<file path="config.mk">
export PLATFORM = sky130hd
export DESIGN_NAME = apu_top
export DESIGN_NICKNAME = d
export VERILOG_FILES = /design/src/apu_chan_pkg.sv /design/src/apu_reg_pkg.sv /design/src/apu_ctrl.sv /design/src/apu_mixer.sv /design/src/apu_pulse_chan.sv /design/src/apu_top.sv
export SDC_FILE = /design/constraint.sdc
export NUM_CORES = 1
export LEC_CHECK = 0
export BUFFER_PORTS_ARGS = -buffer_cell sky130_fd_sc_hd__buf_4
export CAP_MARGIN = 25
export CORE_ASPECT_RATIO = 1.25
export CORE_MARGIN = 2
export CORE_UTILIZATION = 64
export CTS_BUF_LIST = sky130_fd_sc_hd__clkbuf_4 sky130_fd_sc_hd__clkbuf_8
export DETAILED_ROUTE_END_ITERATION = 6
export PLACE_DENSITY_LB_ADDON = 0.3
export REMOVE_ABC_BUFFERS = 1
export SYNTH_ARGS = -nofsm -noshare
export SYNTH_HDL_FRONTEND = slang
export SYNTH_SLANG_ARGS = --single-unit
</file>
<file path="constraint.sdc">
create_clock -name clk -period 4.7 [get_ports clk]
set_clock_uncertainty 0.2 [all_clocks]
set_input_delay 0.94 -clock clk [delete_from_list [all_inputs] [get_ports clk]]
set_output_delay 0.94 -clock clk [all_outputs]
set_load 0.01 [all_outputs]
</file>
<file path="src/apu_chan_pkg.sv">
`default_nettype none

package apu_chan_pkg;

  typedef logic [3:0]  vol_t;
  typedef logic [10:0] freq_t;
  typedef logic [6:0]  len_t;
  typedef logic [2:0]  env_period_t;
  typedef logic [1:0]  duty_t;

  localparam int FRAME_W = 14;
  localparam int OUT_W   = 9;

  // ----------------------------------------
  // Frame sequencer tick patterns

  // Length tick when the low 12 bits are clear
  localparam logic [FRAME_W-1:0] LEN_TICK_MASK = 14'h0FFF;
  localparam logic [FRAME_W-1:0] ENV_TICK_VAL  = 14'h3800;

  // High steps out of eight for each duty code
  function automatic logic [2:0] duty_steps(input duty_t code);
    case (code)
      2'd0:    duty_steps = 3'd1;
      2'd1:    duty_steps = 3'd2;
      2'd2:    duty_steps = 3'd4;
      default: duty_steps = 3'd6;
    endcase
  endfunction

endpackage

`default_nettype wire

</file>
<file path="src/apu_reg_pkg.sv">
`default_nettype none

package apu_reg_pkg;

  // Bus widths
  localparam int ADDR_W = 16;
  localparam int DATA_W = 8;

  typedef logic [ADDR_W-1:0] addr_t;
  typedef logic [DATA_W-1:0] byte_t;

  // ----------------------------------------
  // Register map

  // Channel blocks are len/duty, envelope, freq lo, freq hi, then a gap
  localparam addr_t CHAN_BASE   = 16'hFF11;
  localparam int    CHAN_STRIDE = 5;

  localparam addr_t ADDR_MASTER_VOL = 16'hFF24;
  localparam addr_t ADDR_PAN        = 16'hFF25;
  localparam addr_t ADDR_POWER      = 16'hFF26;

  // ----------------------------------------
  // Read masks, ORed into the stored byte

  localparam byte_t MASK_LEN_DUTY   = 8'h3F;
  localparam byte_t MASK_ENV        = 8'h00;
  localparam byte_t MASK_FREQ_LO    = 8'hFF;
  localparam byte_t MASK_FREQ_HI    = 8'hBF;
  localparam byte_t MASK_POWER_FILL = 8'h70;

  // Channel entries first, in block offset order
  typedef enum logic [2:0] {
    REG_LEN_DUTY,
    REG_ENV,
    REG_FREQ_LO,
    REG_FREQ_HI,
    REG_MASTER_VOL,
    REG_PAN,
    REG_POWER,
    REG_NONE
  } reg_sel_e;

endpackage

`default_nettype wire

</file>
<file path="src/apu_ctrl.sv">
`timescale 1ns/1ps
`default_nettype none

module apu_ctrl #(
  parameter int N_CHAN = 2
) (
  input  logic                                    clk,
  input  logic                                    rst,
  input  apu_reg_pkg::addr_t                      addr,
  input  apu_reg_pkg::byte_t                      data,
  input  logic                                    read,
  input  logic                                    write,
  input  logic [N_CHAN-1:0]                       enabled,
  output apu_reg_pkg::byte_t                      bus_out,
  output logic                                    bus_oe,
  output logic [N_CHAN-1:0]                       trigger,
  output logic [N_CHAN-1:0]                       len_wr,
  output logic [N_CHAN-1:0][5:0]                  len_field,
  output logic [N_CHAN-1:0]                       len_en,
  output logic [N_CHAN-1:0]                       env_wr,
  output apu_chan_pkg::vol_t [N_CHAN-1:0]         env_init,
  output logic [N_CHAN-1:0]                       env_dir,
  output apu_chan_pkg::env_period_t [N_CHAN-1:0]  env_period,
  output apu_chan_pkg::freq_t [N_CHAN-1:0]        freq,
  output apu_chan_pkg::duty_t [N_CHAN-1:0]        duty,
  output logic                                    length_tick,
  output logic                                    env_tick,
  output logic                                    sound_on,
  output apu_reg_pkg::byte_t                      pan,
  output logic [2:0]                              master_l,
  output logic [2:0]                              master_r
);

  localparam int CIDX_W = (N_CHAN > 1) ? $clog2(N_CHAN) : 1;

  typedef logic [CIDX_W-1:0] cidx_t;

  apu_reg_pkg::reg_sel_e             sel;
  cidx_t                             chan_idx;
  apu_reg_pkg::byte_t [N_CHAN-1:0]   len_duty_reg;
  apu_reg_pkg::byte_t [N_CHAN-1:0]   env_reg;
  apu_reg_pkg::byte_t [N_CHAN-1:0]   freq_lo_reg;
  apu_reg_pkg::byte_t [N_CHAN-1:0]   freq_hi_reg;
  apu_reg_pkg::byte_t                master_reg;
  apu_reg_pkg::byte_t                rd_data;
  logic [apu_chan_pkg::FRAME_W-1:0]  frame;

  // ----------------------------------------
  // Address decode

  always_comb begin
    sel      = apu_reg_pkg::REG_NONE;
    chan_idx = '0;
    for (int c = 0; c < N_CHAN; c++) begin
      for (int k = 0; k < 4; k++) begin
        if (addr == apu_reg_pkg::addr_t'(apu_reg_pkg::CHAN_BASE +
                                          c * apu_reg_pkg::CHAN_STRIDE + k)) begin
          sel      = apu_reg_pkg::reg_sel_e'(k);
          chan_idx = cidx_t'(c);
        end
      end
    end
    if (addr == apu_reg_pkg::ADDR_MASTER_VOL) sel = apu_reg_pkg::REG_MASTER_VOL;
    if (addr == apu_reg_pkg::ADDR_PAN)        sel = apu_reg_pkg::REG_PAN;
    if (addr == apu_reg_pkg::ADDR_POWER)      sel = apu_reg_pkg::REG_POWER;
  end

  // ----------------------------------------
  // Register storage

  always_ff @(posedge clk) begin
    if (rst) begin
      len_duty_reg <= '0;
      env_reg      <= '0;
      freq_lo_reg  <= '0;
      freq_hi_reg  <= '0;
      master_reg   <= '0;
      pan          <= '0;
      sound_on     <= 1'b0;
    end else if (write) begin
      case (sel)
        apu_reg_pkg::REG_LEN_DUTY:   len_duty_reg[chan_idx] <= data;
        apu_reg_pkg::REG_ENV:        env_reg[chan_idx]      <= data;
        apu_reg_pkg::REG_FREQ_LO:    freq_lo_reg[chan_idx]  <= data;
        apu_reg_pkg::REG_FREQ_HI:    freq_hi_reg[chan_idx]  <= data;
        apu_reg_pkg::REG_MASTER_VOL: master_reg             <= data;
        apu_reg_pkg::REG_PAN:        pan                    <= data;
        apu_reg_pkg::REG_POWER:      sound_on               <= data[7];
        default: ;
      endcase
    end
  end

  assign master_l = master_reg[6:4];
  assign master_r = master_reg[2:0];

  // Fields follow the bus byte during its write cycle
  for (genvar c = 0; c < N_CHAN; c++) begin : g_chan
    logic               hit;
    apu_reg_pkg::byte_t len_duty_now;
    apu_reg_pkg::byte_t env_now;
    apu_reg_pkg::byte_t freq_lo_now;
    apu_reg_pkg::byte_t freq_hi_now;

    assign hit = write && (chan_idx == cidx_t'(c));

    assign len_duty_now = (hit && sel == apu_reg_pkg::REG_LEN_DUTY) ? data : len_duty_reg[c];
    assign env_now      = (hit && sel == apu_reg_pkg::REG_ENV) ? data : env_reg[c];
    assign freq_lo_now  = (hit && sel == apu_reg_pkg::REG_FREQ_LO) ? data : freq_lo_reg[c];
    assign freq_hi_now  = (hit && sel == apu_reg_pkg::REG_FREQ_HI) ? data : freq_hi_reg[c];

    assign trigger[c]    = hit && (sel == apu_reg_pkg::REG_FREQ_HI) && data[7];
    assign len_wr[c]     = hit && (sel == apu_reg_pkg::REG_LEN_DUTY);
    assign len_field[c]  = data[5:0];
    assign len_en[c]     = freq_hi_now[6];
    assign env_wr[c]     = hit && (sel == apu_reg_pkg::REG_ENV);
    assign env_init[c]   = env_now[7:4];
    assign env_dir[c]    = env_now[3];
    assign env_period[c] = env_now[2:0];
    assign freq[c]       = {freq_hi_now[2:0], freq_lo_now};
    assign duty[c]       = len_duty_now[7:6];
  end

  // ----------------------------------------
  // Readback

  always_comb begin
    case (sel)
      apu_reg_pkg::REG_LEN_DUTY:
        rd_data = len_duty_reg[chan_idx] | apu_reg_pkg::MASK_LEN_DUTY;
      apu_reg_pkg::REG_ENV:        rd_data = env_reg[chan_idx] | apu_reg_pkg::MASK_ENV;
      apu_reg_pkg::REG_FREQ_LO:    rd_data = freq_lo_reg[chan_idx] | apu_reg_pkg::MASK_FREQ_LO;
      apu_reg_pkg::REG_FREQ_HI:    rd_data = freq_hi_reg[chan_idx] | apu_reg_pkg::MASK_FREQ_HI;
      apu_reg_pkg::REG_MASTER_VOL: rd_data = master_reg;
      apu_reg_pkg::REG_PAN:        rd_data = pan;
      apu_reg_pkg::REG_POWER:
        rd_data = {sound_on, 7'b0} | apu_reg_pkg::MASK_POWER_FILL |
                  apu_reg_pkg::byte_t'(enabled);
      default:                     rd_data = '0;
    endcase
  end

  always_ff @(posedge clk) begin
    if (rst) begin
      bus_out <= '0;
      bus_oe  <= 1'b0;
    end else begin
      bus_oe  <= read && (sel != apu_reg_pkg::REG_NONE);
      bus_out <= read ? rd_data : '0;
    end
  end

  // ----------------------------------------
  // Frame sequencer

  always_ff @(posedge clk) begin
    if (rst) frame <= '0;
    else     frame <= frame + 1'b1;
  end

  assign length_tick = (frame & apu_chan_pkg::LEN_TICK_MASK) == '0;
  assign env_tick    = frame == apu_chan_pkg::ENV_TICK_VAL;

endmodule

`default_nettype wire

</file>
<file path="src/apu_mixer.sv">
`timescale 1ns/1ps
`default_nettype none

module apu_mixer #(
  parameter int N_CHAN = 2
) (
  input  logic                                 clk,
  input  logic                                 rst,
  input  apu_chan_pkg::vol_t [N_CHAN-1:0]      sample,
  input  logic                                 sound_on,
  input  logic [7:0]                           pan,
  input  logic [2:0]                           master_l,
  input  logic [2:0]                           master_r,
  output logic [apu_chan_pkg::OUT_W-1:0]       out_l,
  output logic [apu_chan_pkg::OUT_W-1:0]       out_r
);

  typedef logic [apu_chan_pkg::OUT_W-1:0] mix_t;

  mix_t       sum_l;
  mix_t       sum_r;
  mix_t       mix_l;
  mix_t       mix_r;
  logic [3:0] gain_l;
  logic [3:0] gain_r;

  // Right side on pan bits 0-3, left side on bits 4-7
  always_comb begin
    sum_l = '0;
    sum_r = '0;
    for (int i = 0; i < N_CHAN; i++) begin
      if (pan[i]) sum_r = sum_r + mix_t'(sample[i]);
      if (pan[i + 4]) sum_l = sum_l + mix_t'(sample[i]);
    end
  end

  // Master volume 0-7 scales by 1-8
  assign gain_l = {1'b0, master_l} + 4'd1;
  assign gain_r = {1'b0, master_r} + 4'd1;
  assign mix_l  = sum_l * mix_t'(gain_l);
  assign mix_r  = sum_r * mix_t'(gain_r);

  always_ff @(posedge clk) begin
    if (rst) begin
      out_l <= '0;
      out_r <= '0;
    end else if (!sound_on) begin
      out_l <= '0;
      out_r <= '0;
    end else begin
      out_l <= mix_l;
      out_r <= mix_r;
    end
  end

endmodule

`default_nettype wire

</file>
<file path="src/apu_pulse_chan.sv">
`timescale 1ns/1ps
`default_nettype none

module apu_pulse_chan (
  input  logic                       clk,
  input  logic                       rst,
  input  logic                       trigger,
  input  logic                       len_wr,
  input  logic [5:0]                 len_field,
  input  logic                       len_en,
  input  logic                       env_wr,
  input  apu_chan_pkg::vol_t         env_init,
  input  logic                       env_dir,
  input  apu_chan_pkg::env_period_t  env_period,
  input  apu_chan_pkg::freq_t        freq,
  input  apu_chan_pkg::duty_t        duty,
  input  logic                       length_tick,
  input  logic                       env_tick,
  output logic                       enabled,
  output apu_chan_pkg::vol_t         sample
);

  // Length field covers the bits the readback masks
  localparam logic [5:0] LEN_FIELD_MAX = apu_reg_pkg::MASK_LEN_DUTY[5:0];

  apu_chan_pkg::len_t         length;
  apu_chan_pkg::len_t         length_dec;
  apu_chan_pkg::len_t         length_load;
  apu_chan_pkg::vol_t         volume;
  apu_chan_pkg::env_period_t  env_cnt;
  apu_chan_pkg::freq_t        phase_timer;
  apu_chan_pkg::freq_t        timer_reload;
  logic [2:0]                 phase;
  logic                       duty_high;

  // ----------------------------------------
  // Length counter

  assign length_load = (len_field == '0) ? apu_chan_pkg::len_t'(64) :
                                           apu_chan_pkg::len_t'(LEN_FIELD_MAX ^ len_field);
  assign length_dec  = (len_en && length != '0) ? length - 1'b1 : length;

  always_ff @(posedge clk) begin
    if (rst) begin
      length <= '0;
    end else if (len_wr) begin
      length <= length_load;
    end else if (length_tick) begin
      length <= length_dec;
    end
  end

  // Trigger beats the DAC check, which beats expiry
  always_ff @(posedge clk) begin
    if (rst) begin
      enabled <= 1'b0;
    end else if (trigger) begin
      enabled <= 1'b1;
    end else if (env_wr) begin
      enabled <= |{env_init, env_dir, env_period};
    end else if (length_tick && length_dec == '0) begin
      enabled <= 1'b0;
    end
  end

  // ----------------------------------------
  // Volume envelope

  always_ff @(posedge clk) begin
    if (rst) begin
      volume  <= '0;
      env_cnt <= '0;
    end else if (trigger) begin
      volume  <= env_init;
      env_cnt <= env_period;
    end else if (env_tick && env_period != '0) begin
      if (env_cnt != '0) begin
        env_cnt <= env_cnt - 1'b1;
      end else begin
        env_cnt <= env_period;
        if (env_dir && volume != 4'hF) begin
          volume <= volume + 1'b1;
        end else if (!env_dir && volume != '0) begin
          volume <= volume - 1'b1;
        end
      end
    end
  end

  // ----------------------------------------
  // Phase timer

  // Same as 2047 xor freq
  assign timer_reload = ~freq;

  always_ff @(posedge clk) begin
    if (rst) begin
      phase_timer <= '0;
      phase       <= '0;
    end else if (trigger) begin
      phase_timer <= timer_reload;
      phase       <= '0;
    end else if (phase_timer == '0) begin
      phase_timer <= timer_reload;
      phase       <= phase + 1'b1;
    end else begin
      phase_timer <= phase_timer - 1'b1;
    end
  end

  // Duty output
  assign duty_high = phase < apu_chan_pkg::duty_steps(duty);

  always_ff @(posedge clk) begin
    if (rst) begin
      sample <= '0;
    end else begin
      sample <= (enabled && duty_high) ? volume : '0;
    end
  end

endmodule

`default_nettype wire

</file>
<file path="src/apu_top.sv">
`timescale 1ns/1ps
`default_nettype none

module apu_top #(
  parameter int N_CHAN = 2
) (
  input  logic                             clk,
  input  logic                             rst,
  input  apu_reg_pkg::addr_t               addr,
  input  apu_reg_pkg::byte_t               data,
  input  logic                             read,
  input  logic                             write,
  output apu_reg_pkg::byte_t               bus_out,
  output logic                             bus_oe,
  output logic [apu_chan_pkg::OUT_W-1:0]   out_l,
  output logic [apu_chan_pkg::OUT_W-1:0]   out_r
);

  logic [N_CHAN-1:0]                       trigger;
  logic [N_CHAN-1:0]                       len_wr;
  logic [N_CHAN-1:0][5:0]                  len_field;
  logic [N_CHAN-1:0]                       len_en;
  logic [N_CHAN-1:0]                       env_wr;
  apu_chan_pkg::vol_t [N_CHAN-1:0]         env_init;
  logic [N_CHAN-1:0]                       env_dir;
  apu_chan_pkg::env_period_t [N_CHAN-1:0]  env_period;
  apu_chan_pkg::freq_t [N_CHAN-1:0]        freq;
  apu_chan_pkg::duty_t [N_CHAN-1:0]        duty;
  logic [N_CHAN-1:0]                       enabled;
  apu_chan_pkg::vol_t [N_CHAN-1:0]         sample;
  logic                                    length_tick;
  logic                                    env_tick;
  logic                                    sound_on;
  apu_reg_pkg::byte_t                      pan;
  logic [2:0]                              master_l;
  logic [2:0]                              master_r;

  apu_ctrl #(
    .N_CHAN (N_CHAN)
  ) i_apu_ctrl (
    .clk         (clk),
    .rst         (rst),
    .addr        (addr),
    .data        (data),
    .read        (read),
    .write       (write),
    .enabled     (enabled),
    .bus_out     (bus_out),
    .bus_oe      (bus_oe),
    .trigger     (trigger),
    .len_wr      (len_wr),
    .len_field   (len_field),
    .len_en      (len_en),
    .env_wr      (env_wr),
    .env_init    (env_init),
    .env_dir     (env_dir),
    .env_period  (env_period),
    .freq        (freq),
    .duty        (duty),
    .length_tick (length_tick),
    .env_tick    (env_tick),
    .sound_on    (sound_on),
    .pan         (pan),
    .master_l    (master_l),
    .master_r    (master_r)
  );

  // ----------------------------------------
  // Pulse channels

  for (genvar c = 0; c < N_CHAN; c++) begin : g_chan
    apu_pulse_chan i_pulse (
      .clk         (clk),
      .rst         (rst),
      .trigger     (trigger[c]),
      .len_wr      (len_wr[c]),
      .len_field   (len_field[c]),
      .len_en      (len_en[c]),
      .env_wr      (env_wr[c]),
      .env_init    (env_init[c]),
      .env_dir     (env_dir[c]),
      .env_period  (env_period[c]),
      .freq        (freq[c]),
      .duty        (duty[c]),
      .length_tick (length_tick),
      .env_tick    (env_tick),
      .enabled     (enabled[c]),
      .sample      (sample[c])
    );
  end

  apu_mixer #(
    .N_CHAN (N_CHAN)
  ) i_apu_mixer (
    .clk      (clk),
    .rst      (rst),
    .sample   (sample),
    .sound_on (sound_on),
    .pan      (pan),
    .master_l (master_l),
    .master_r (master_r),
    .out_l    (out_l),
    .out_r    (out_r)
  );

endmodule

`default_nettype wire

</file>
=== Word-level counts from Yosys, hierarchy flattened ===
Cells that the tools add are included.
Widths: inputs -> output; s select.

* Output and inout port bits: 27
* Flip-flop bits (word level): 188
* Word-level logic and storage cells: 234
* Input bits: 28

* Bitwise logic cells: 9
* Magnitude comparators: 4
* Reductions and logical operators: 70
* $mul: 2
* Mux-type cells: 75
* Eq/ne operators: 27
* Add/sub/neg operators: 17

{| class="wikitable"
|+ Operators with widths
! cell !! count
|-
| $eq 16x16->1 const B || 11
|-
| $mux 8 || 11
|-
| $mux 7 || 11
|-
| $bwmux 16 || 4
|-
| $pmux 8 s7 || 1
|-
| $mux 3 || 17
|-
| $mux 4 || 12
|-
| $mux 11 || 4
|-
| $logic_and 1x1->1 || 26
|-
| $reduce_bool 3->1 || 8
|-
| $logic_not 11->1 || 2
|-
| $not 11->11 || 2
|-
| $sub 11x1->11 const B || 2
|-
| $mul 9x4->9 || 2
|-
| $mux 9 || 2
|-
| $pmux 3 s3 || 2
|-
| $reduce_or 8->1 || 2
|-
| $add 14x1->14 const B || 1
|-
| $eq 14x14->1 const B || 1
|-
| $logic_not 14->1 || 1
|-
| $logic_not 7->1 || 2
|-
| $reduce_and 2->1 || 7
|-
| $reduce_bool 7->1 || 2
|-
| $sub 7x1->7 const B || 2
|-
| 30 further kinds || 69
|}

=== Logic depth before layout (Yosys ltp) ===
Gate-level depths: netlist (run 1).

* Word-level depth: 22
* Gate-level depth with buffers: 19
* Mapped depth without buffers: 19

=== Hierarchy ===
A second synthesis (run 1) with hierarchy kept.

* Cell total of the unflattened synthesis: 1,203
* Area total of the unflattened synthesis: 10,412.5 sq um

{| class="wikitable"
|+ Modules (own cells, without submodules)
! module !! sequential area each (sq um) !! instances !! area an instance (sq um) !! cells an instance
|-
| apu_ctrl || 1,681.6 || 1 || 4,204.0 || 449
|-
| apu_mixer || 360.3 || 1 || 2,164.6 || 264
|-
| apu_pulse_chan at g_chan[0].i_pulse || 660.6 || 1 || 2,024.4 || 246
|-
| apu_pulse_chan at g_chan[1].i_pulse || 660.6 || 1 || 2,019.4 || 244
|}

=== Worst setup path after synthesis (run 1) ===
No wires, ideal clock.

* Path type: reg2reg
* Start: register i_apu_ctrl.pan[0]
* End: register i_apu_mixer.out_r[8] in the netlist's numbering
* Library setup time: 128 ps
* Path slack: 547 ps
* Cell stages (with the launch flop): 18
* Path buffers: 0
* Arrival: 3,825 ps
* Cell sequence: dfxtp_1 -> nand2_1 -> inv_1 -> ha_1 -> fa_1 -> xnor2_1 -> a21oi_1 -> nand2_1 -> fa_1 -> fa_1 -> inv_1 -> fa_1 -> a21o_1 -> a21o_1 -> a21o_1 -> a21oi_1 -> xor2_1 -> nor2_1

* Word-level cells in the longest chain between the ends: 4

{| class="wikitable"
|+ Ends and longest elaborated chain
! item !! RTL line !! RTL
|-
| start: declaration || apu_ctrl.sv:29 || <nowiki>output apu_reg_pkg::byte_t pan,</nowiki>
|-
| start signal: assignment || apu_ctrl.sv:87 || <nowiki>apu_reg_pkg::REG_PAN: pan <= data;</nowiki>
|-
| $mux 4 (*) || apu_mixer.sv:32 || <nowiki>if (pan[i]) sum_r = sum_r + mix_t'(sample[i]);</nowiki>
|-
| $add 4x4->5 || apu_mixer.sv:32 ||
|-
| $mux 9 (*) || apu_mixer.sv:32 ||
|-
| $mul 9x4->9 (*) || apu_mixer.sv:41 || <nowiki>assign mix_r = sum_r * mix_t'(gain_r);</nowiki>
|-
| end signal: assignment || apu_mixer.sv:52 || <nowiki>out_r <= mix_r;</nowiki>
|-
| end: declaration || apu_mixer.sv:15 || <nowiki>output logic [apu_chan_pkg::OUT_W-1:0] out_r</nowiki>
|}

Mark *: on every way between the ends. The rest lies on a longest branch, timed or not.
A chain may end at the register's enable or synchronous reset.

=== Final worst setup path (run 1) ===
Ends and elaborated chain as after synthesis.

==> metrics.md, run 1 <==
| Metric | Value |
|---|---|
| Starting density of the core | `between 60% and 70%` |
| Clock tree from TritonCTS | `yes` |
| Rel. slew slack | `between 30 and 40%` |
| Chip Height | `roughly 140 microns` |
| Std-Cell Rows | `50` |
| Sum of net half-perimeters after detailed placement | `~18 mm` |
| EDFF count, synth | `0` |
| Vias per cell | `between 6 and 7` |
| Number of antenna violations at the first check in global routing | `0` |
| Synth Cell Area | `roughly 10000 sq um` |
| Final Critical Period | `about 4400 ps` |
| Largest net degree at the start of global routing | `79` |
| Instance count of the mapped netlist | `approximately 1200` |
| First-pass GRT wire length | `39.94 mm` |
| Final core area utilization | `~73%` |
| Total of hold buffers inserted after clock tree synthesis | `0` |
| Storage cell area | `around 3400 sq um` |
| Worst setup EP type | `flip-flop` |
| Crit path launch type | `flip-flop` |
| Max Buffers Root-to-Sink | `2` |
| Setup repair bufs after CTS | `0` |
| Share of the synthesized area in the top cell type | `between 30% and 40%` |
| Number of max-slew violations in the final report | `0` |
| Beginning of the worst hold path | `g_chan[1].i_pulse.env_cnt[1]$_SDFFE_PP0P_` |
| Iteration count of the initial detailed-routing pass | `6` |
| Fraction of layout instances using a drive strength above 1 | `a little over a tenth` |
| Clock tree root buffer cell | `clkbuf_8` |
| Areal power density over the cells | `about 300 nW/um^2` |
| Core area | `about 15000 sq um` |
| Number of distinct standard cells referenced by the synthesized netlist | `68` |
| Most instantiated flip-flop cell in the synthesis netlist | `dfxtp_1` |
| Max capacitance violation total | `0` |
| Ranking of synthesized cells by area | `dfxtp_1 (34%), mux2i_1 (7.4%), ha_1 (7.3%)` |
| Sequential element share of the synthesized area | `between 30% and 40%` |
| Most common cell in the synthesized netlist | `dfxtp_1` |
| Worst Tran Pin Value | `a little under 1000 ps` |
| Critical-path maximum fanout | `6` |
| Cell type with the highest aggregate area in the netlist | `dfxtp_1` |
| Setup TNS | `0 ps` |
| Total gr overflow | `0` |
| Peak VDD IR | `0.0002811 V` |
| Depth of the most critical reg-to-reg path | `17` |
| Flip-flop and latch count after synthesis | `168` |
| Clock transition at the registers of the reported paths | `around 90 ps` |
| Terminus of the critical flop-to-flop path | `i_apu_mixer.out_r[8]$_SDFF_PP0_` |
| First DRT Iteration DRCs | `623` |
| Later-pin clock latency in the skew report | `~470 ps` |
| Per-instance average area after synthesis | `approximately 8.4 sq um` |
| Net total in the final layout | `around 1300` |
| Number of routed nets with antenna violations | `0` |
| Growth of design area from synthesis to finish | `10.31%` |
| Via count of the first global-routing pass | `8143` |
| Overall via count from detail_route | `between 8000 and 9000` |
| Worst Path Class, Setup | `flip-flop to flip-flop` |
| CP required | `just under 5000 ps` |
| Total detailed-routing wirelength | `between 20 and 25 mm` |
| Clock sink count | `between 150 and 200` |
| Number of hold violations in the final report | `0` |
| Global placement routability congestion | `~0.98` |
| Run status | `complete, no violations` |
| Internal reg-to-reg setup slack | `roughly 260 ps` |
| Die span in x | `between 100 and 150 microns` |
| Worst Hold Path Cells | `2` |
| Lkg Pwr | `4.634 nW` |
| DR WL/cell | `approximately 18 microns` |
| Worst min-delay path category | `flip-flop to flip-flop` |
| WP data arrival | `4590 ps` |
| DRC violation count after routing | `0` |
| Unrepaired setup endpoints after global routing | `no` |
| Ports | `55` |
| Asr flop ratio synth | `0%` |
| Gr usage total | `between 30% and 40%` |
| Synth Warn # | `0` |
| Startpoint of the worst-slack reg-to-reg timing path | `i_apu_ctrl.pan[0]$_SDFFE_PP0P_` |
| Worst Hold End | `g_chan[1].i_pulse.env_cnt[1]$_SDFFE_PP0P_` |
| Multi-input gate area | `~6100 sq um` |
| Ratio of final minimum period to clock period | `between 90% and 100%` |
| Diode count | `0` |
| Quantity of I/O buffers inserted on ports | `54` |
| Area of the die | `16450 sq um` |
| Gates resized, CTS repair | `0` |
| Fmax | `~0.23 GHz` |
| Number of flip-flops in the largest register | `22` |
| Number of inserted filler cells in the final layout | `~1100` |
| Most numerous cell types in the synthesized netlist | `dfxtp_1 (168), nor2_1 (165), nand2_1 (100)` |
| # H-tree levels | `4` |
| Clock buffers created by TritonCTS | `17` |
| Setup violations, final | `0` |
==> final cells by class <==
class                      count  area share (%)
multi-input combinational    908           56.26
sequential                   168           30.86
timing repair buffer          73           5.121
clock buffer                  20           2.354
tap                          182           2.090
inverter                      49           1.688
clock inverter                12           1.619
==> critical path, stage by stage (launching register included) <==
cell and delay (ps):
dfxtp_1 360, nand2_1 90, inv_1 40, ha_1 200, fa_1 400, xnor2_1 150, a21oi_1 270, nand2_1 130
fa_1 490, fa_1 540, inv_1 60, fa_1 460, a21o_1 170, a21o_1 190, a21o_1 170, a21oi_1 170
xor2_1 160, nor2_1 50
==> through the flow <==
step | cells | worst slack [ps] | cell area (sq um) | power (W) | hold slack (ps)
floorplan | 1125 | -83.92 | 9666 | 0.001982 | 222.7
global placement | 1379 | 381.5 | 10460 | 0.002127 | 239.1
detailed placement | 1379 | 287.5 | 10460 | 0.002146 | 252.9
CTS | 1411 | 263.1 | 10890 | 0.003259 | 267.8
global route | 1412 | 15.48 | 10900 | 0.003400 | 295.1
finish | 1412 | 259.6 | 10900 | 0.003260 | 265.8
==> how the worst max path moves through the flow <==
stage | start | to | slack, ps
finish | i_apu_ctrl.pan[0]$_SDFFE_PP0P_ | i_apu_mixer.out_r[8]$_SDFF_PP0_ | 260
floorplan | addr[6] | g_chan[1].i_pulse.phase_timer[2]$_SDFF_PP0_ | -80
global route | i_apu_ctrl.pan[0]$_SDFFE_PP0P_ | i_apu_mixer.out_r[8]$_SDFF_PP0_ | 20
CTS | i_apu_ctrl.pan[0]$_SDFFE_PP0P_ | i_apu_mixer.out_r[8]$_SDFF_PP0_ | 260
global placement | i_apu_ctrl.pan[0]$_SDFFE_PP0P_ | i_apu_mixer.out_r[8]$_SDFF_PP0_ | 380
detailed placement | i_apu_ctrl.pan[0]$_SDFFE_PP0P_ | i_apu_mixer.out_r[8]$_SDFF_PP0_ | 290
==> power by group <==
| group | switching, W | internal [W] | leakage, nW |
|---|---|---|---|
| registers | 0.0000689 | 0.00151 | 1.36 |
| logic | 0.000325 | 0.000235 | 3.06 |
| clock network | 0.000530 | 0.000595 | 0.217 |
==> per-layer routing <==
metal	GRT usage (%)	vias to the layer above	share of wire [%]
li1	-	4181	-
met1	36.78	4079	39
met2	53.16	309	49
met3	4.966	90	6.5
met4	17.76	0	4.8
met5	0	-	0
==> kinds of logic (layout without fill, tap and decap cells) <==
group | count (synthesis) | after routing | share of synthesized area (%)
adder cells (fa/ha/maj) | 74 | 74 | 10.59
AND/OR/NAND/NOR | 480 | 480 | 24.22
AO/OA/AOI/OAI | 216 | 216 | 13.92
buffers and inverters | 101 | 154 | 4.015
flip-flops | 168 | 168 | 34.05
XOR/XNOR | 63 | 63 | 5.586
multiplexers | 75 | 75 | 7.625
==> layout by cell type, fill, tap and decap left out, drive strengths merged, types with 4 or more instances in the layout <==
cell type,count
dfxtp,168
nor2,165
nand2,100
a21oi,76
mux2i,73
buf,73
ha,58
inv,49
o21ai,37
nand3,36
xnor2,34
xor2,29
a211oi,28
and2,26
nor3,23
a21o,20
nand2b,20
clkbuf,20
nor4,20
nor2b,19
fa,16
or3,13
o31ai,11
and3,10
a31oi,9
nand3b,8
nand4,8
or4,7
or2,6
clkinv,6
o22a,5
nand4b,4
nor3b,4
bufinv,4
(Power assumes the default switching activity.)
==> run 2, diff against run 1 <==
--- a/config.mk
+++ b/config.mk
@@ -9,7 +9,7 @@
 export CAP_MARGIN = 25
 export CORE_ASPECT_RATIO = 1.25
 export CORE_MARGIN = 2
-export CORE_UTILIZATION = 64
+export CORE_UTILIZATION = 35
 export CTS_BUF_LIST = sky130_fd_sc_hd__clkbuf_4 sky130_fd_sc_hd__clkbuf_8
 export DETAILED_ROUTE_END_ITERATION = 6
 export PLACE_DENSITY_LB_ADDON = 0.3
==> constraint.sdc (replaced) <==
create_clock -name clk -period 5.7 [get_ports clk]
set_clock_uncertainty 0.2 [all_clocks]
set_input_delay 1.14 -clock clk [delete_from_list [all_inputs] [get_ports clk]]
set_output_delay 1.14 -clock clk [all_outputs]
set_load 0.01 [all_outputs]
==> metrics.md, run 2 (synthesized netlist as in run 1, its figures left out) <==
| Metric | Value |
|---|---|
| Number of flip-flops in the largest register | `22 (unchanged)` |
| Total of hold buffers inserted after clock tree synthesis | `0 (unchanged)` |
| Total detailed-routing wirelength | `25.28 mm (was 24.80 mm)` |
| Rel. slew slack | `32.17% (was 34.52%)` |
| Quantity of I/O buffers inserted on ports | `54 (unchanged)` |
| Global placement routability congestion | `0.8651 (was 0.9832)` |
| Max capacitance violation total | `0 (unchanged)` |
| CP required | `5850 ps (was 4850 ps)` |
| Number of max-slew violations in the final report | `0 (unchanged)` |
| Run status | `complete, no violations (unchanged)` |
| CP bufs+invs | `2 (unchanged)` |
| Chip Height | `191.8 microns (was 142.9 microns)` |
| Crit path launch type | `flip-flop (unchanged)` |
| Die span in x | `154.3 microns (was 115.1 microns)` |
| Most common cell after layout, fill and taps aside | `dfxtp_1 (unchanged)` |
| Setup violations, final | `0 (unchanged)` |
| Lkg Pwr | `4.573 nW (was 4.634 nW)` |
| Clock transition at the registers of the reported paths | `100 ps (was 90 ps)` |
| Ports | `55 (unchanged)` |
| Ratio of final minimum period to clock period | `77.21% (was 94.48%)` |
| Number of routed nets with antenna violations | `0 (unchanged)` |
| Combinational group share of total power | `17.5% (was 17.2%)` |
| Diode count | `0 (unchanged)` |
| Peak VDD IR | `0.0001314 V (was 0.0002811 V)` |
| Worst Tran Pin Value | `1014 ps (was 973.2 ps)` |
| Cell at the slowest stage of the critical path | `fa_1 (unchanged)` |
| Worst setup EP type | `flip-flop (unchanged)` |
| Proportion of power drawn by the clock network | `32.6% (was 34.5%)` |
| Net total in the final layout | `1312 (was 1319)` |
| DR WL/cell | `16.07 microns (was 17.56 microns)` |
| Core area | `27740 sq um (was 15010 sq um)` |
| Clock buffers created by TritonCTS | `17 (unchanged)` |
| Relative contribution of sequential cells to total power | `49.9% (was 48.3%)` |
| Total gr overflow | `0 (unchanged)` |
| Top library cells by usage in the layout, fill and taps aside | `dfxtp_1 (168), nor2_1 (165), nand2_1 (100), a21oi_1 (76), mux2i_1 (73) (unchanged)` |
| Internal power | `0.001763 W (was 0.002335 W)` |
| Total power consumption of the routed design | `0.002599 W (was 0.003260 W)` |
| Sum of net half-perimeters after detailed placement | `18.72 mm (was 17.80 mm)` |
| CP Cell Sequence | `nand2_1 -> inv_1 -> ha_1 -> fa_1 -> xnor2_1 -> a21oi_1 -> nand2_1 -> fa_1 -> fa_1 -> inv_1 -> fa_1 -> a21o_1 -> a21o_1 -> a21o_1 -> a21oi_1 -> xor2_1 -> nor2_1 (unchanged)` |
| Area of the die | `29590 sq um (was 16450 sq um)` |
| Std-Cell Rows | `68 (was 50)` |
| Overall via count from detail_route | `8394 (was 8659)` |
| Max Buffers Root-to-Sink | `2 (unchanged)` |
| Gr usage total | `17.51% (was 31.10%)` |
| Iteration count of the initial detailed-routing pass | `5 (was 6)` |
| Fraction of layout instances using a drive strength above 1 | `9.975% (was 10.49%)` |
| Unrepaired setup endpoints after global routing | `no (unchanged)` |
| DRC violation count after routing | `0 (unchanged)` |
| Fmax | `0.2272 GHz (was 0.2252 GHz)` |
| Startpoint of the worst-slack reg-to-reg timing path | `i_apu_ctrl.pan[0]$_SDFFE_PP0P_ (unchanged)` |
| Largest net degree at the start of global routing | `62 (was 79)` |
| Gates resized, CTS repair | `0 (unchanged)` |
| Setup repair bufs after CTS | `0 (unchanged)` |
| # H-tree levels | `4 (unchanged)` |
| Internal reg-to-reg setup slack | `1300 ps (was 260 ps)` |
| WP data arrival | `4550 ps (was 4590 ps)` |
| Switching power | `0.0008362 W (was 0.0009245 W)` |
| Worst Hold Path Cells | `2 (unchanged)` |
| Worst Hold End | `i_apu_ctrl.freq_hi_reg[10]$_SDFFE_PP0P_ (was g_chan[1].i_pulse.env_cnt[1]$_SDFFE_PP0P_)` |
| Worst Path Class, Setup | `flip-flop to flip-flop (unchanged)` |
| Later-pin clock latency in the skew report | `470 ps (about the same)` |
| Worst min-delay path category | `flip-flop to flip-flop (unchanged)` |
| First DRT Iteration DRCs | `501 (was 623)` |
| First-pass GRT wire length | `41.52 mm (was 39.94 mm)` |
| Starting density of the core | `35.61% (was 65.79%)` |
| Number of inserted filler cells in the final layout | `2899 (was 1147)` |
| CP most frequent cell | `fa_1 (unchanged)` |
| Setup TNS | `0 ps (unchanged)` |
| Number of hold violations in the final report | `0 (unchanged)` |
| Fraction of power spent switching nets | `32.17% (was 28.36%)` |
| Clock sink count | `168 (unchanged)` |
| Beginning of the worst hold path | `i_apu_ctrl.freq_hi_reg[10]$_SDFFE_PP0P_ (was g_chan[1].i_pulse.env_cnt[1]$_SDFFE_PP0P_)` |
| Growth of design area from synthesis to finish | `11.36% (was 10.31%)` |
| Depth of the most critical reg-to-reg path | `17 (unchanged)` |
| Number of antenna violations at the first check in global routing | `0 (unchanged)` |
| Storage cell area | `3363 sq um (unchanged)` |
| Stage delay of the slowest cell on the critical path | `540 ps (about the same)` |
| Via count of the first global-routing pass | `8062 (was 8143)` |
| Clock tree from TritonCTS | `yes (unchanged)` |
| Terminus of the critical flop-to-flop path | `i_apu_mixer.out_r[8]$_SDFF_PP0_ (unchanged)` |
| Final Critical Period | `4401 ps (was 4440 ps)` |
| Multi-input gate area | `6131 sq um (unchanged)` |
| Vias per cell | `5.336 (was 6.132)` |
| Areal power density over the cells | `236.3 nW/um^2 (was 299.2 nW/um^2)` |
| Largest delay contributor family on the critical path | `adder cells (unchanged)` |
| Clock tree root buffer cell | `clkbuf_8 (unchanged)` |
| Critical-path maximum fanout | `6 (unchanged)` |
-- run 2: layout make-up --
cell class	count	area share, %
flip-flops and latches	168	30.57
repair buffers	66	4.504
clock inverters	15	1.410
well taps	350	3.981
clock buffers	17	2.127
inverters	49	1.672
multi-input cells	908	55.73
-- run 2: per-layer routing --
| layer | up-vias | track usage, % | routed length [microns] |
|---|---|---|---|
| met4 | 0 | 6.054 | 689 |
| li1 | 4181 | - | - |
| met5 | - | 0 | 0 |
| met1 | 3972 | 22.52 | 11680 |
| met2 | 200 | 29.82 | 11900 |
| met3 | 41 | 2.888 | 1013 |
-- run 2: power groups by stage --
stage	clock, W	combinational [W]	sequential, W
after global routing	0.000919	0.000515	0.00131
final	0.000848	0.000455	0.00130
after global placement	0	0.000444	0.00132
after CTS	0.000871	0.000457	0.00130
after floorplan	0	0.000324	0.00131
after detailed placement	0	0.000451	0.00132
-- run 2: worst max-delay path by stage --
stage / startpoint / slack [ps] / cells after the start / endpoint
after global routing: i_apu_ctrl.pan[4]$_SDFFE_PP0P_ / 1070 / 19 / i_apu_mixer.out_l[8]$_SDFF_PP0_
final: i_apu_ctrl.pan[0]$_SDFFE_PP0P_ / 1300 / 17 / i_apu_mixer.out_r[8]$_SDFF_PP0_
after CTS: i_apu_ctrl.pan[0]$_SDFFE_PP0P_ / 1270 / 17 / i_apu_mixer.out_r[8]$_SDFF_PP0_
after global placement: addr[6] / 1210 / 12 / g_chan[1].i_pulse.sample[3]$_SDFF_PP0_
after detailed placement: addr[6] / 1160 / 12 / g_chan[1].i_pulse.sample[0]$_SDFF_PP0_
after floorplan: addr[6] / 720 / 7 / g_chan[1].i_pulse.phase_timer[2]$_SDFF_PP0_
-- run 2: worst min-delay path: cells and delay by family (launching register included) --
family / cells / cell delay [ps]
AOI/OAI and AO/OA: 1 / 50
DFF: 1 / 330
and+or+nand+nor: 1 / 50
-- run 2: through the flow --
stage / worst slack, ps / utilization (%) / cells / area, sq um / hold WS [ps]
3_5_place_dp: 1158 / 38.26 / 1541 / 10610 / 248.8
6_report: 1299 / 39.66 / 1573 / 11000 / 263.2
3_3_place_gp: 1214 / 38.26 / 1541 / 10610 / 240.5
4_1_cts: 1273 / 39.66 / 1573 / 11000 / 264.6
5_1_grt: 1069 / 39.66 / 1573 / 11000 / 302.9
2_1_floorplan: 716.1 / - / 1125 / 9666 / 222.7
==> run 3, diff against run 2 <==
--- a/config.mk
+++ b/config.mk
@@ -5,6 +5,7 @@
 export SDC_FILE = /design/constraint.sdc
 export NUM_CORES = 1
 export LEC_CHECK = 0
+export ABC_AREA = 1
 export BUFFER_PORTS_ARGS = -buffer_cell sky130_fd_sc_hd__buf_4
 export CAP_MARGIN = 25
 export CORE_ASPECT_RATIO = 1.25
==> constraint.sdc (replaced) <==
create_clock -name clk -period 4.5 [get_ports clk]
set_clock_uncertainty 0.2 [all_clocks]
set_input_delay 0.9 -clock clk [delete_from_list [all_inputs] [get_ports clk]]
set_output_delay 0.9 -clock clk [all_outputs]
set_load 0.01 [all_outputs]
==> metrics.md, run 3 <==
| Metric | Value |
|---|---|
| Cell at the slowest stage of the critical path | `fa_1 (unchanged)` |
| Clock tree root buffer cell | `clkbuf_8 (unchanged)` |
| Ratio of final minimum period to clock period | `92.07% (was 77.21%)` |
| Worst setup EP type | `flip-flop (unchanged)` |
| Fmax | `0.2414 GHz (was 0.2272 GHz)` |
| Instance count of the mapped netlist | `1438 (was 1177)` |
| CP required | `4710 ps (was 5850 ps)` |
| GR Layer Usage met1 | `22.24% (was 22.52%)` |
| Synth Cell Area | `10230 sq um (was 9878 sq um)` |
| Max Buffers Root-to-Sink | `2 (unchanged)` |
| Area of the die | `30620 sq um (was 29590 sq um)` |
| Via count of the first global-routing pass | `9107 (was 8062)` |
| Number of antenna violations at the first check in global routing | `0 (unchanged)` |
| Net total in the final layout | `1596 (was 1312)` |
| Fraction of layout instances using a drive strength above 1 | `12.81% (was 9.975%)` |
| Most common cell in the synthesized netlist | `nand2_1 (was dfxtp_1)` |
| Top library cells by usage in the layout, fill and taps aside | `nand2_1 (269), nor2_1 (226), inv_1 (185), dfxtp_1 (166), o21ai_0 (80) (was dfxtp_1 (168), nor2_1 (165), nand2_1 (100), a21oi_1 (76), mux2i_1 (73))` |
| Final Critical Period | `4143 ps (was 4401 ps)` |
| GR Util met3 | `2.441% (was 2.888%)` |
| Xor and xnor area share after synthesis | `3.168% (was 5.586%)` |
| Number of flip-flops in the largest register | `22 (unchanged)` |
| Diode count | `0 (unchanged)` |
| Run status | `complete, no violations (unchanged)` |
| Most common cell after layout, fill and taps aside | `nand2_1 (was dfxtp_1)` |
| Met2 routing resource usage after global routing | `31.79% (was 29.82%)` |
| Internal reg-to-reg setup slack | `360 ps (was 1300 ps)` |
| Setup violations, final | `0 (unchanged)` |
| Vias per cell | `4.929 (was 5.336)` |
| Max capacitance violation total | `0 (unchanged)` |
| # H-tree levels | `4 (unchanged)` |
| CP most frequent cell | `inv_1 (was fa_1)` |
| Clock transition at the registers of the reported paths | `110 ps (was 100 ps)` |
| Inst Count DP | `1871 (was 1541)` |
| Total of hold buffers inserted after clock tree synthesis | `0 (unchanged)` |
| Iteration count of the initial detailed-routing pass | `6 (was 5)` |
| Most numerous cell types in the synthesized netlist | `nand2_1 (269), nor2_1 (226), inv_1 (185) (was dfxtp_1 (168), nor2_1 (165), nand2_1 (100))` |
| Per-instance average area after synthesis | `7.113 sq um (was 8.393 sq um)` |
| Dominant combinational cell family by area after synthesis | `simple AND/OR/NAND/NOR gates (unchanged)` |
| Worst Path Class, Setup | `flip-flop to flip-flop (unchanged)` |
| Quantity of I/O buffers inserted on ports | `54 (unchanged)` |
| Die span in x | `156.9 microns (was 154.3 microns)` |
| Worst Hold Path Cells | `1 (was 2)` |
| Ports | `55 (unchanged)` |
| Largest net degree at the start of global routing | `77 (was 62)` |
| Source of the critical timing path | `i_apu_ctrl.pan[0]$_SDFFE_PP0P_ (unchanged)` |
| Std-Cell Rows | `70 (was 68)` |
| Cell type with the highest aggregate area in the netlist | `dfxtp_1 (unchanged)` |
| Number of hold violations in the final report | `0 (unchanged)` |
| DR WL/cell | `13.90 microns (was 16.07 microns)` |
| Clock sink count | `168 (unchanged)` |
| WP data arrival | `4350 ps (was 4550 ps)` |
| Number of standard cells in the layout, taps in and fillers out | `1903 (was 1573)` |
| First-pass GRT wire length | `44.28 mm (was 41.52 mm)` |
| Rel. slew slack | `40.62% (was 32.17%)` |
| EDFF count, synth | `0 (unchanged)` |
| Peak VDD IR | `0.0001507 V (was 0.0001314 V)` |
| Setup repair bufs after CTS | `0 (unchanged)` |
| Share of the synthesized area in the top cell type | `32.88% (was 34.05%)` |
| Sequential element share of the synthesized area | `32.88% (was 34.05%)` |
| Total gr overflow | `0 (unchanged)` |
| First DRT Iteration DRCs | `629 (was 501)` |
| Gates resized, CTS repair | `0 (unchanged)` |
| Fin worst setup slack | `356.9 ps (was 1299 ps)` |
| Clock buffers created by TritonCTS | `17 (unchanged)` |
| Flip-flop and latch count after synthesis | `168 (unchanged)` |
| Gr usage total | `18.00% (was 17.51%)` |
| Number of distinct standard cells referenced by the synthesized netlist | `58 (was 68)` |
| Area after detailed placement | `11070 sq um (was 10610 sq um)` |
| Terminus of the critical flop-to-flop path | `i_apu_mixer.out_r[7]$_SDFF_PP0_ (was i_apu_mixer.out_r[8]$_SDFF_PP0_)` |
| Worst min-delay path category | `flip-flop to flip-flop (unchanged)` |
| Compound-cell area share of the yosys netlist | `13.38% (was 13.92%)` |
| Clock tree from TritonCTS | `yes (unchanged)` |
| Post-synthesis simple-gate area fraction | `30.78% (was 24.22%)` |
| Total detailed-routing wirelength | `26.46 mm (was 25.28 mm)` |
| Busiest metal layer after global routing | `met2 (unchanged)` |
| Crit path launch type | `flip-flop (unchanged)` |
| Synth Warn # | `0 (unchanged)` |
| Number of max-slew violations in the final report | `0 (unchanged)` |
| Portion of netlist area occupied by mux cells | `0.4893% (was 7.625%)` |
| Worst Tran Pin Value | `890.7 ps (was 1014 ps)` |
| Chip Height | `195.1 microns (was 191.8 microns)` |
| Global placement routability congestion | `0.9052 (was 0.8651)` |
| Synth Area in Adders | `10.23% (was 10.59%)` |
| Starting density of the core | `35.28% (was 35.61%)` |
| Setup TNS | `0 ps (unchanged)` |
| Asr flop ratio synth | `0% (unchanged)` |
| Critical-path maximum fanout | `6 (unchanged)` |
| Post-placement setup slack | `125.8 ps (was 1158 ps)` |
| Startpoint of the worst-slack reg-to-reg timing path | `i_apu_ctrl.pan[0]$_SDFFE_PP0P_ (unchanged)` |
| Depth of the most critical reg-to-reg path | `25 (was 17)` |
| Lkg Pwr | `5.094 nW (was 4.573 nW)` |
| Most instantiated flip-flop cell in the synthesis netlist | `dfxtp_1 (unchanged)` |
| Core area | `28990 sq um (was 27740 sq um)` |
| Areal power density over the cells | `291.2 nW/um^2 (was 236.3 nW/um^2)` |
| Number of routed nets with antenna violations | `0 (unchanged)` |
| Sum of net half-perimeters after detailed placement | `20.19 mm (was 18.72 mm)` |
| DRC violation count after routing | `0 (unchanged)` |
| Overall via count from detail_route | `9380 (was 8394)` |
| Stage delay of the slowest cell on the critical path | `590 ps (was 540 ps)` |
| Ranking of synthesized cells by area | `dfxtp_1 (33%), nand2_1 (9.9%), nor2_1 (8.3%) (was dfxtp_1 (34%), mux2i_1 (7.4%), ha_1 (7.3%))` |
| Capture point of the worst path | `i_apu_mixer.out_r[7]$_SDFF_PP0_ (was i_apu_mixer.out_r[8]$_SDFF_PP0_)` |
| Unrepaired setup endpoints after global routing | `no (unchanged)` |
| Growth of design area from synthesis to finish | `12.86% (was 11.36%)` |
| Later-pin clock latency in the skew report | `480 ps (was 470 ps)` |
| Final design instance area without fill | `11540 sq um (was 11000 sq um)` |
[run 3: where the power goes]
group / internal [W] / switching, W / total, W
Combinational: 0.000213 / 0.000322 / 0.000535
Sequential: 0.00157 / 0.0000608 / 0.00163
Clock: 0.000528 / 0.000665 / 0.00119
Total: 0.00231 / 0.00105 / 0.00336
[run 3: cells by family (layout without fill, tap and decap cells)]
family / after synthesis / after routing
flip-flops: 168 / 168
adder cells (fa/ha/maj): 74 / 74
multiplexers: 5 / 5
AND/OR/NAND/NOR: 687 / 687
AO/OA/AOI/OAI: 234 / 234
buffers and inverters: 233 / 302
XOR/XNOR: 37 / 37
[run 3: metal layers]
layer	wire length (microns)	vias up
li1	-	4782
met1	11690	4309
met2	12980	236
met3	1096	53
met4	689	0
met5	0	-
[run 3: per-stage QoR]
stage / utilization [%] / hold slack, ps / power [W]
floorplan: - / 228.1 / 0.002061
global placement: 38.17 / 244.4 / 0.002195
detailed placement: 38.17 / 254.1 / 0.002204
CTS: 39.69 / 270.6 / 0.003397
global route: 39.82 / 301.4 / 0.003553
finish: 39.82 / 265.7 / 0.003361
[run 3: layout make-up]
class	instances	area [sq um]
repair buffers	65	488.0
multi-input cells	1037	5971
clock inverters	15	206.4
flip-flops and latches	168	3366
clock buffers	17	234.0
fillers	3013	17450
well taps	396	495.5
inverters	205	783.3
[run 3: worst min-delay path by stage]
stage | from | to | slack, ps
after floorplan | g_chan[0].i_pulse.phase_timer[0]$_SDFF_PP0_ | g_chan[0].i_pulse.phase_timer[0]$_SDFF_PP0_ | 230
after detailed placement | g_chan[0].i_pulse.phase_timer[0]$_SDFF_PP0_ | g_chan[0].i_pulse.phase_timer[0]$_SDFF_PP0_ | 250
after global routing | i_apu_ctrl.frame[12]$_SDFF_PP0_ | i_apu_ctrl.frame[12]$_SDFF_PP0_ | 300
final | g_chan[0].i_pulse.phase_timer[0]$_SDFF_PP0_ | g_chan[0].i_pulse.phase_timer[0]$_SDFF_PP0_ | 270
after global placement | g_chan[0].i_pulse.phase_timer[0]$_SDFF_PP0_ | g_chan[0].i_pulse.phase_timer[0]$_SDFF_PP0_ | 240
after CTS | g_chan[0].i_pulse.phase_timer[0]$_SDFF_PP0_ | g_chan[0].i_pulse.phase_timer[0]$_SDFF_PP0_ | 270
[run 3: critical path, delay by kind of cell (launching register included)]
| kind | cells | cell delay [ps] |
|---|---|---|
| adder cells (fa/ha/maj) | 5 | 1920 |
| AO/OA/AOI/OAI | 5 | 570 |
| AND/OR/NAND/NOR | 9 | 710 |
| flip-flops | 1 | 360 |
| buffers and inverters | 6 | 310 |
